### config.mk
export PLATFORM = sky130hd
export DESIGN_NAME = spiMemory
export DESIGN_NICKNAME = d
export VERILOG_FILES = /design/src/design/spiMemPkg.sv /design/src/design/dataMemory.sv /design/src/design/inputConditioner.sv /design/src/design/shiftRegister.sv /design/src/design/spiMemFsm.sv /design/src/design/spiMemory.sv
export VERILOG_INCLUDE_DIRS = /design/src /design/src/design
export SDC_FILE = /design/constraint.sdc
export NUM_CORES = 1
export LEC_CHECK = 0
export BUFFER_PORTS_ARGS = -buffer_cell sky130_fd_sc_hd__buf_2
export CAP_MARGIN = 10
export CORE_UTILIZATION = 51
export CTS_CLUSTER_DIAMETER = 30
export DETAILED_ROUTE_END_ITERATION = 7
export PLACE_DENSITY = 0.64
export SLEW_MARGIN = 20
export SYNTH_ARGS = -nofsm -noshare
export SYNTH_HDL_FRONTEND = slang
export SYNTH_SLANG_ARGS = --single-unit
export TNS_END_PERCENT = 100
### constraint.sdc
create_clock -name perEdge -period 3.17 [get_ports perEdge]
set_input_delay 0.317 -clock perEdge [delete_from_list [all_inputs] [get_ports perEdge]]
set_output_delay 0.317 -clock perEdge [all_outputs]
set_load 0.05 [all_outputs]
### src/design/spiMemConfig_config.svh
// Size settings for the SPI slave memory, included by every RTL module and the testbench
`ifndef SPI_MEM_CONFIG_SVH
`define SPI_MEM_CONFIG_SVH

// ------------------------------
// Memory geometry
// ------------------------------
`define SPI_ADDR_BITS 7         // Command address field
`define SPI_DATA_BITS 8         // One byte per location
`define SPI_MEM_DEPTH 128       // 2**SPI_ADDR_BITS locations

// ------------------------------
// Pin conditioning
// ------------------------------
// Flops between an SPI pin and the perEdge domain
`define SPI_SYNC_STAGES 2

`endif

### src/design/spiMemPkg.sv
// Shared address, data and controller state types, imported by the SPI memory RTL
`include "spiMemConfig_config.svh"

package spiMemPkg;

    typedef logic [`SPI_ADDR_BITS-1:0] spiAddrT;
    typedef logic [`SPI_DATA_BITS-1:0] spiDataT;

    // ------------------------------
    // Controller states, one-hot
    // ------------------------------
    typedef enum logic [7:0] {
        getSt    = 8'b0000_0001,    // Shifting in command
        gotSt    = 8'b0000_0010,    // Command complete
        read1St  = 8'b0000_0100,    // Read memory, load shifter
        read2St  = 8'b0000_1000,
        read3St  = 8'b0001_0000,    // Shifting out
        write1St = 8'b0010_0000,    // Shifting in data
        write2St = 8'b0100_0000,    // Write strobe
        doneSt   = 8'b1000_0000     // Wait for csN high
    } fsmStateT;

endpackage

### src/design/dataMemory.sv
// Byte-wide memory with address latch, written synchronously and read combinationally
`timescale 1ns/1ps
`include "spiMemConfig_config.svh"

module dataMemory
    import spiMemPkg::*;
(
    input  logic    perEdge,
    input  logic    rstN,
    input  logic    addrWe,
    input  spiAddrT addrIn,
    input  logic    writeEn,
    input  spiDataT writeData,
    output spiDataT readData
);

    spiAddrT addrQ;
    spiDataT mem [`SPI_MEM_DEPTH];

    // ------------------------------
    // Address latch
    // ------------------------------
    always_ff @(posedge perEdge or negedge rstN) begin
        if (!rstN) begin
            addrQ <= '0;
        end else if (addrWe) begin
            addrQ <= addrIn;    // Held for the rest of the transaction
        end
    end

    // Array starts out all zero
    always_ff @(posedge perEdge or negedge rstN) begin
        if (!rstN) begin
            for (int i = 0; i < `SPI_MEM_DEPTH; i++) begin
                mem[i] <= '0;
            end
        end else if (writeEn) begin
            mem[addrQ] <= writeData;
        end
    end

    assign readData = mem[addrQ];

endmodule

### src/design/inputConditioner.sv
// Brings one asynchronous SPI pin into the perEdge domain and flags its edges
`timescale 1ns/1ps
`include "spiMemConfig_config.svh"

module inputConditioner (
    input  logic perEdge,
    input  logic rstN,
    input  logic pin,
    output logic level,
    output logic posEdge,
    output logic negEdge
);

    localparam int Stages = `SPI_SYNC_STAGES;

    logic [Stages-1:0] syncQ;
    logic              histQ;

    // ------------------------------
    // Synchronizer and history
    // ------------------------------
    always_ff @(posedge perEdge or negedge rstN) begin
        if (!rstN) begin
            syncQ <= '0;
            histQ <= 1'b0;
        end else begin
            syncQ <= {syncQ[Stages-2:0], pin};  // Pin enters at bit 0
            histQ <= syncQ[Stages-1];
        end
    end

    assign level = syncQ[Stages-1];

    // One perEdge cycle wide pulses
    assign posEdge = level & ~histQ;
    assign negEdge = ~level & histQ;

endmodule

### src/design/shiftRegister.sv
// Byte shift register for the SPI memory, serial in and out with parallel load
`timescale 1ns/1ps
`include "spiMemConfig_config.svh"

module shiftRegister
    import spiMemPkg::*;
(
    input  logic    perEdge,
    input  logic    rstN,
    input  logic    shiftEn,
    input  logic    serialIn,
    input  logic    loadEn,
    input  spiDataT loadData,
    output spiDataT parallelOut,
    output logic    serialOut
);

    localparam int Msb = `SPI_DATA_BITS - 1;

    spiDataT shiftQ;

    // ------------------------------
    // Load beats shift
    // ------------------------------
    always_ff @(posedge perEdge or negedge rstN) begin
        if (!rstN) begin
            shiftQ <= '0;
        end else if (loadEn) begin
            shiftQ <= loadData;                     // Memory byte for a read
        end else if (shiftEn) begin
            shiftQ <= {shiftQ[Msb-1:0], serialIn};  // Toward the MSB
        end
    end

    assign parallelOut = shiftQ;
    assign serialOut   = shiftQ[Msb];   // Drives miso

endmodule

### src/design/spiMemFsm.sv
// Transaction controller for the SPI memory, sequences command, read and write phases
`timescale 1ns/1ps
`include "spiMemConfig_config.svh"

module spiMemFsm
    import spiMemPkg::*;
(
    input  logic perEdge,
    input  logic rstN,
    input  logic csLevel,
    input  logic sclkPos,
    input  logic sclkNeg,
    input  logic rwBit,
    output logic shiftEn,
    output logic srLoad,
    output logic addrWe,
    output logic dmWe,
    output logic misoEn
);

    localparam int CntBits = $clog2(`SPI_DATA_BITS);
    localparam logic [CntBits-1:0] LastBit = CntBits'(`SPI_DATA_BITS - 1);

    fsmStateT           state;
    logic [CntBits-1:0] bitCnt;     // sclk rising edges within a byte

    // ------------------------------
    // State and registered strobes
    // ------------------------------
    always_ff @(posedge perEdge or negedge rstN) begin
        if (!rstN) begin
            state  <= getSt;
            bitCnt <= '0;
            addrWe <= 1'b0;
            srLoad <= 1'b0;
            dmWe   <= 1'b0;
            misoEn <= 1'b0;
        end else begin
            addrWe <= 1'b0;     // Strobes last one cycle
            srLoad <= 1'b0;
            dmWe   <= 1'b0;
            if (csLevel) begin
                state  <= getSt;    // Deselect aborts
                bitCnt <= '0;
                misoEn <= 1'b0;
            end else begin
                unique case (state)
                    getSt: begin
                        if (sclkPos) begin
                            bitCnt <= bitCnt + 1'b1;
                            if (bitCnt == LastBit) begin
                                addrWe <= 1'b1;     // Latch address next edge
                                state  <= gotSt;
                            end
                        end
                    end
                    gotSt: begin
                        state <= rwBit ? read1St : write1St;
                    end
                    read1St: begin
                        srLoad <= 1'b1;
                        misoEn <= 1'b1;
                        state  <= read2St;
                    end
                    read2St: begin
                        state <= read3St;
                    end
                    read3St: begin
                        if (sclkPos) begin
                            bitCnt <= bitCnt + 1'b1;
                            if (bitCnt == LastBit) begin
                                state <= doneSt;
                            end
                        end
                    end
                    write1St: begin
                        if (sclkPos) begin
                            bitCnt <= bitCnt + 1'b1;
                            if (bitCnt == LastBit) begin
                                dmWe  <= 1'b1;
                                state <= write2St;
                            end
                        end
                    end
                    write2St: begin
                        state <= doneSt;
                    end
                    doneSt: begin
                        state <= doneSt;    // Left only through csN
                    end
                    default: begin
                        state <= getSt;
                    end
                endcase
            end
        end
    end

    // ------------------------------
    // Shift enable
    // ------------------------------
    // Read data moves on falling edges once the master has sampled bit 7
    always_comb begin
        shiftEn = 1'b0;
        if (!csLevel) begin
            if (state == getSt || state == write1St) begin
                shiftEn = sclkPos;
            end else if (state == read3St) begin
                shiftEn = sclkNeg && (bitCnt != '0);
            end
        end
    end

endmodule

### src/design/spiMemory.sv
// SPI slave memory top, ties pin conditioners, shift register, memory and controller
`timescale 1ns/1ps
`include "spiMemConfig_config.svh"

module spiMemory
    import spiMemPkg::*;
(
    input  logic perEdge,
    input  logic rstN,
    input  logic sclk,
    input  logic csN,
    input  logic mosi,
    output logic miso,
    output logic misoEn
);

    logic    sclkPos;
    logic    sclkNeg;
    logic    csLevel;
    logic    mosiLevel;
    logic    shiftEn;
    logic    srLoad;
    logic    addrWe;
    logic    dmWe;
    spiDataT srParallel;
    spiDataT memReadData;

    // ------------------------------
    // Pin conditioning
    // ------------------------------
    inputConditioner u_sclkCond (
        .perEdge(perEdge), .rstN(rstN), .pin(sclk),
        .level(), .posEdge(sclkPos), .negEdge(sclkNeg)
    );

    inputConditioner u_csCond (
        .perEdge(perEdge), .rstN(rstN), .pin(csN),
        .level(csLevel), .posEdge(), .negEdge()
    );

    inputConditioner u_mosiCond (
        .perEdge(perEdge), .rstN(rstN), .pin(mosi),
        .level(mosiLevel), .posEdge(), .negEdge()
    );

    // ------------------------------
    // Datapath
    // ------------------------------
    shiftRegister u_shift (
        .perEdge(perEdge), .rstN(rstN), .shiftEn(shiftEn), .serialIn(mosiLevel),
        .loadEn(srLoad), .loadData(memReadData), .parallelOut(srParallel),
        .serialOut(miso)
    );

    dataMemory u_mem (
        .perEdge(perEdge), .rstN(rstN), .addrWe(addrWe),
        .addrIn(srParallel[`SPI_DATA_BITS-1 -: `SPI_ADDR_BITS]),   // Command upper bits
        .writeEn(dmWe), .writeData(srParallel), .readData(memReadData)
    );

    spiMemFsm u_fsm (
        .perEdge(perEdge), .rstN(rstN), .csLevel(csLevel), .sclkPos(sclkPos),
        .sclkNeg(sclkNeg), .rwBit(srParallel[0]), .shiftEn(shiftEn),
        .srLoad(srLoad), .addrWe(addrWe), .dmWe(dmWe), .misoEn(misoEn)
    );

endmodule

# After elaboration in Yosys (flattened, before gate mapping)
# Cells that the tools add are included.
# word_totals
regBits,1061
inputBits,5
elab_cells,208
# classes
n_addsub,1
n_lt_le_gt_ge,2
eq_ne,15
n_mux,33
bitwise_logic,5
n_reduce_logical,12
# op_table
operator,n
1024-bit bitwise mux,1
8-bit 2-to-1 mux,12
8-bit binary-select mux with 7-bit select,1
8-bit demux with 7-bit select,1
8-bit case mux with 7 select lines,1
3-bit by 2-bit inequality test with 1-bit output (second input constant),6
1-bit 2-to-1 mux,13
3-bit 2-to-1 mux,3
8-bit by 1-bit == test with 1-bit output (second input constant),1
8-bit by 2-bit == test with 1-bit output (second input constant),1
8-bit by 3-bit == test with 1-bit output (second input constant),1
8-bit by 4-bit == test with 1-bit output (second input constant),1
8-bit by 5-bit == test with 1-bit output (second input constant),1
8-bit by 6-bit == test with 1-bit output (second input constant),1
8-bit by 7-bit == test with 1-bit output (second input constant),1
8-bit == test (second input constant),1
8-bit >= comparator (second input constant),1
8-bit by 1-bit < comparator with 1-bit output (second input constant),1
7-bit NOT with 8-bit output,1
2-bit nonzero test,4
6-bit 2-to-1 mux,1
6-bit AND reduction,1
3-bit by 1-bit adder with 3-bit output (second input constant),1
3-bit == test (second input constant),1
other kinds (8),11

# Longest topological paths before layout
# depth
ltp_word,8
ltp_mapped,12
ltp_nobuf,9

# By module
# A second synthesis with hierarchy kept.
# unflattened
cells_unflattened,3694
hier_area_um2,48984.5
# by_module_without_submodules
mod,n_inst,cells_each,area_each_um2,seq_area_each_um2
dataMemory,1,3556,47488.0,25799.7
spiMemFsm,1,88,845.8,376.6
shiftRegister,1,35,380.4,200.2
inputConditioner,3,5,90.1,75.1

# Worst setup path after synthesis
# OpenSTA, ideal clock, no wires.
# synth_timing
path_kind,register to register
start,reg u_mem.addrQ[0]
end,"reg u_shift.shiftQ[3], in the netlist u_shift.parallelOut[3]"
setup_ps,132
arrival_time_ps,2147
t_required_ps,3038
setup_slack_ps,891
stages_incl_launch_ff,10
path_buffers,2
synth_period_minus_slack_ps,2279
path_cell_list,dfrtp_1 buf_2 buf_2 mux2_2 a221oi_1 nor2_1 a2111oi_0 nor4_1 a22oi_1 a22oi_1
# synth_via
elab_chain_len,5
# synth_rtl
item,line,text
from (decl),dataMemory.sv:17,spiAddrT addrQ;
from (signal assigned),dataMemory.sv:27,addrQ <= addrIn;
7-bit NOT with 8-bit output (implied by the code),dataMemory.sv:42,assign readData = mem[addrQ];
8-bit binary-select mux with 7-bit select,dataMemory.sv:42,
8-bit 2-to-1 mux (implied by the code) (2 in a row),dataMemory.sv:42,
8-bit 2-to-1 mux,shiftRegister.sv:28,end else if (loadEn) begin
to (signal assigned),shiftRegister.sv:29,shiftQ <= loadData;
to (signal assigned),shiftRegister.sv:31,"shiftQ <= {shiftQ[Msb-1:0], serialIn};"
to (decl),shiftRegister.sv:20,spiDataT shiftQ;
# Every way passes these cells. The select of a mux whose other input is x is not followed.
# A chain may end at the register's enable or synchronous reset.

# Worst setup path after layout
# layout_timing
start,reg u_mem.addrQ[1]
end,"reg u_shift.shiftQ[3], in the netlist u_shift.parallelOut[3]"
# Same word-level chain as after synthesis.

==> results.md <==
* Cell Area, Synth at 48,100 um2
* Max Clock Freq at around 320 MHz
* Number of global-route vias before repair at 34,900
* Crit-path slowest cell: a2111oi_0
* Register area share after synthesis at a little under three fifths
* Post-route ant nets at 0
* GPL Wtd Cong at slightly below 0.9
* Worst min path class: input pin to async pin
* Vias per cell at roughly 6.4
* RSZ-0062 raised after global routing: false
* Clk_skew at about 0.043 ns
* Std cell rows at 112
* Postcts setup bufs at 0
* CTS tree: built
* Largest net degree at the start of global routing at 147
* DP Area at ~50,000 um2
* First-pass GRT wire length at 222,000 um
* CP Max Fanout at 27
* CTS Buffer Depth at 3
* Synth cell count leaders: dfrtp_1 (1,060), mux2_2 (658), mux2_1 (332), nand2_1 (228), a221oi_1 (176)
* Die area at between 90,000 and 100,000 um2
* Top FF cell, synth: dfrtp_1
* Synthesized Nets at between 3,000 and 4,000
* Fin Hold WS at 0.0834 ns
* P per Cell Area at slightly below 700 nW/um2
* Root buffer cell: clkbuf_16
* Worst VDD drop at 0.000516 V
* TritonRoute pass-1 iters at 6
* Final Hold Viols at 0
* Global Route Usage Sum at between 30 and 40%
* Critical path, cell by cell: and2_4, buf_12, a221oi_1, nor2_1, a2111oi_0, nor4_1, a22oi_1, a22oi_1
* Die Ht at 309 um
* CTS buffer count at 214
* Post-route cell area at approximately 58,000 um2
* Lkg Pwr at around 28 nW
* Area growth from synthesis to final layout at 21.5%
* Diode count at 0
* Synthesis Warnings at 0
* Async SR Flop Fraction at 100%
* Routed vias at 33,200
* HPWL Detailed at around 90,000 um
* Critical Path End Type: flop
* Post-Place Setup Slack at -0.193 ns
* WP data required at 3.83 ns
* Seq cells post-synth at ~1,100
* Die Wd at about 310 um
* Max-cap viol count at 0
* Gr ovfl total at 0
* Post-synth EDFFs at 0
* CP Launch Type: flop
* H-tree depth reported by CTS at 4
* DRT Wirelength at between 100,000 and 150,000 um
* Mapped Cells at about 3,600
* Overall power at 39.4 mW
* Worst Tran Pin Value at about 1.1 ns
* Slew Viols, Final at 0
* Area share of the largest cell type after synthesis at around 55%
* Status: complete, no violations
* Most common cell in the netlist: dfrtp_1
* Worst skew pair latency at around 0.80 ns
* Netlist cell types at between 70 and 80
* I/O pin count at 7
* Clk pin slew, worst setup/hold paths at approximately 0.040 ns
* Core Area at approximately 93,000 um2
* Average size of a mapped cell at around 13 um2
* PortBufs at 6
* Reg2reg path depth at 8
* Most frequent cell on the critical path: a22oi_1
* Largest cells by area after synthesis: dfrtp_1 (55%), mux2_2 (15%), mux2_1 (7.8%), mux4_2 (4.0%), a221oi_1 (3.2%)
* Synth area leader: dfrtp_1
* Initial Utilization at around half
* Setup_tns at 0 ns
* Slew margin rel. at ~23%
* Layout cells sized above 1 at around 37%
* Nets at 3,731
* Final setup fails at 0
* Tcrit/Tclk final at 99.3%
* Initial antenna violation count at 3
* Crit Path Category: flop to flop
* Final setup margin at between 0.02 and 0.025 ns
* CP Data Arrival Time at between 3 and 4 ns
* Slowest stage delay, CP at between 0.9 and 1 ns
* Min Tclk post-route at approximately 3.1 ns
* # DRC at 0
* CTS Sinks at around 1,100
* WL per Instance at between 20 and 30 um
* Initial DRC Count at roughly 3,200
registers in the layout, indices dropped and copies added, names as in the netlist, 2 cells and up:
register,cells
u_shift.parallelOut,8
u_fsm.bitCnt,3
u_mem.mem,1024
u_csCond.syncQ,2
u_sclkCond.syncQ,2
u_mosiCond.syncQ,2
u_mem.addrQ,7
u_fsm.state,8
per-stage QoR:
step | cells | util [%]
2_1_floorplan | 3568 | -
3_3_place_gp | 4757 | 54.3
3_5_place_dp | 4757 | 54.3
4_1_cts | 5163 | 62.6
5_1_grt | 5163 | 62.6
6_report | 5163 | 62.6
cell usage in the layout, fill, tap and decap left out, types with 6 or more instances in the layout:
cell           n
o21ai_1        8
dfrtp_1     1048
a22oi_1       67
inv_1          6
bufinv_16     28
and2_1        12
o211ai_1       9
nand2_2       10
buf_12        49
nor2_2        29
a22o_1        27
mux2_1       332
clkinv_4      14
o21ai_0      118
clkbuf_8      34
mux2_2       658
mux4_2        85
clkinv_2      47
nor2_1       116
o221ai_1       6
a221o_1       13
buf_4        164
clkbuf_1      22
inv_6          7
nor3_1        16
nand2_1      228
a31oi_1       10
mux2i_1       32
a21oi_1       65
clkbuf_16    215
a221oi_1     176
nand3_1       26
nor3_2         8
dfrtp_4       10
nor3_4         6
a2111oi_0     15
o22ai_1       10
a211oi_1      14
nor2b_1        9
clkinvlp_4    23
path summary, 6_finish.rpt:
kind                                                from                                  to  slack, ns
max                           u_mem.addrQ[1]$_DFFE_PN0P_  u_shift.parallelOut[3]$_DFFE_PN0P_       0.02
min                                                 rstN          u_mem.mem[103]$_DFFE_PN0P_       0.08
max reg2reg                   u_mem.addrQ[1]$_DFFE_PN0P_  u_shift.parallelOut[3]$_DFFE_PN0P_       0.02
min reg2reg                u_mosiCond.syncQ[0]$_DFF_PN0_       u_mosiCond.syncQ[1]$_DFF_PN0_       0.34
max in group asynchronous                           rstN          u_mem.mem[355]$_DFFE_PN0P_       1.89
min in group perEdge                                sclk       u_sclkCond.syncQ[0]$_DFF_PN0_       0.16
what timing repair did:
action	CTS	global route
hold buffers	4	0
gates resized for setup	3	5
endpoints found under the hold margin	239	0
pin swaps	1	0
setup endpoints to repair	1	4
routing by layer:
| layer | track usage, % | routed length [um] |
|---|---|---|
| met4 | 13.2 | 5520 |
| met2 | 47.7 | 67100 |
| met3 | 6.57 | 10900 |
| met1 | 42.8 | 61500 |
| met5 | 0 | 28 |
worst max-delay path: cells and delay by family (launching register included):
| family | cells | cell delay (ns) |
|---|---|---|
| flops | 1 | 0.59 |
| buf+inv | 1 | 0.23 |
| simple gates | 3 | 0.56 |
| compound gates | 4 | 1.61 |
final cells by class:
type	count	area (um2)
Sequential cell	1061	26600
Timing Repair Buffer	224	2300
Multi-Input combinational cell	2211	20200
Tap cell	1254	1570
Fill cell	7057	34900
Inverter	11	43.8
Clock buffer	271	5930
Clock inverter	131	1710
power breakdown:
group / switching [mW] / internal, mW / leakage [nW]
Clock: 7.67 / 15.5 / 3.71
Combinational: 1.20 / 0.313 / 9.66
Sequential: 1.02 / 13.6 / 14.8
cells by family after synthesis:
family	Yosys count	share of synthesized area (%)
flip-flops	1061	55.2
buffers and inverters	296	2.79
AO/OA/AOI/OAI	589	8.93
multiplexers	1109	27.9
adder cells (fa/ha/maj)	3	0.0781
AND/OR/NAND/NOR	506	4.99
XOR/XNOR	4	0.0729
(Power assumes the default switching activity.)
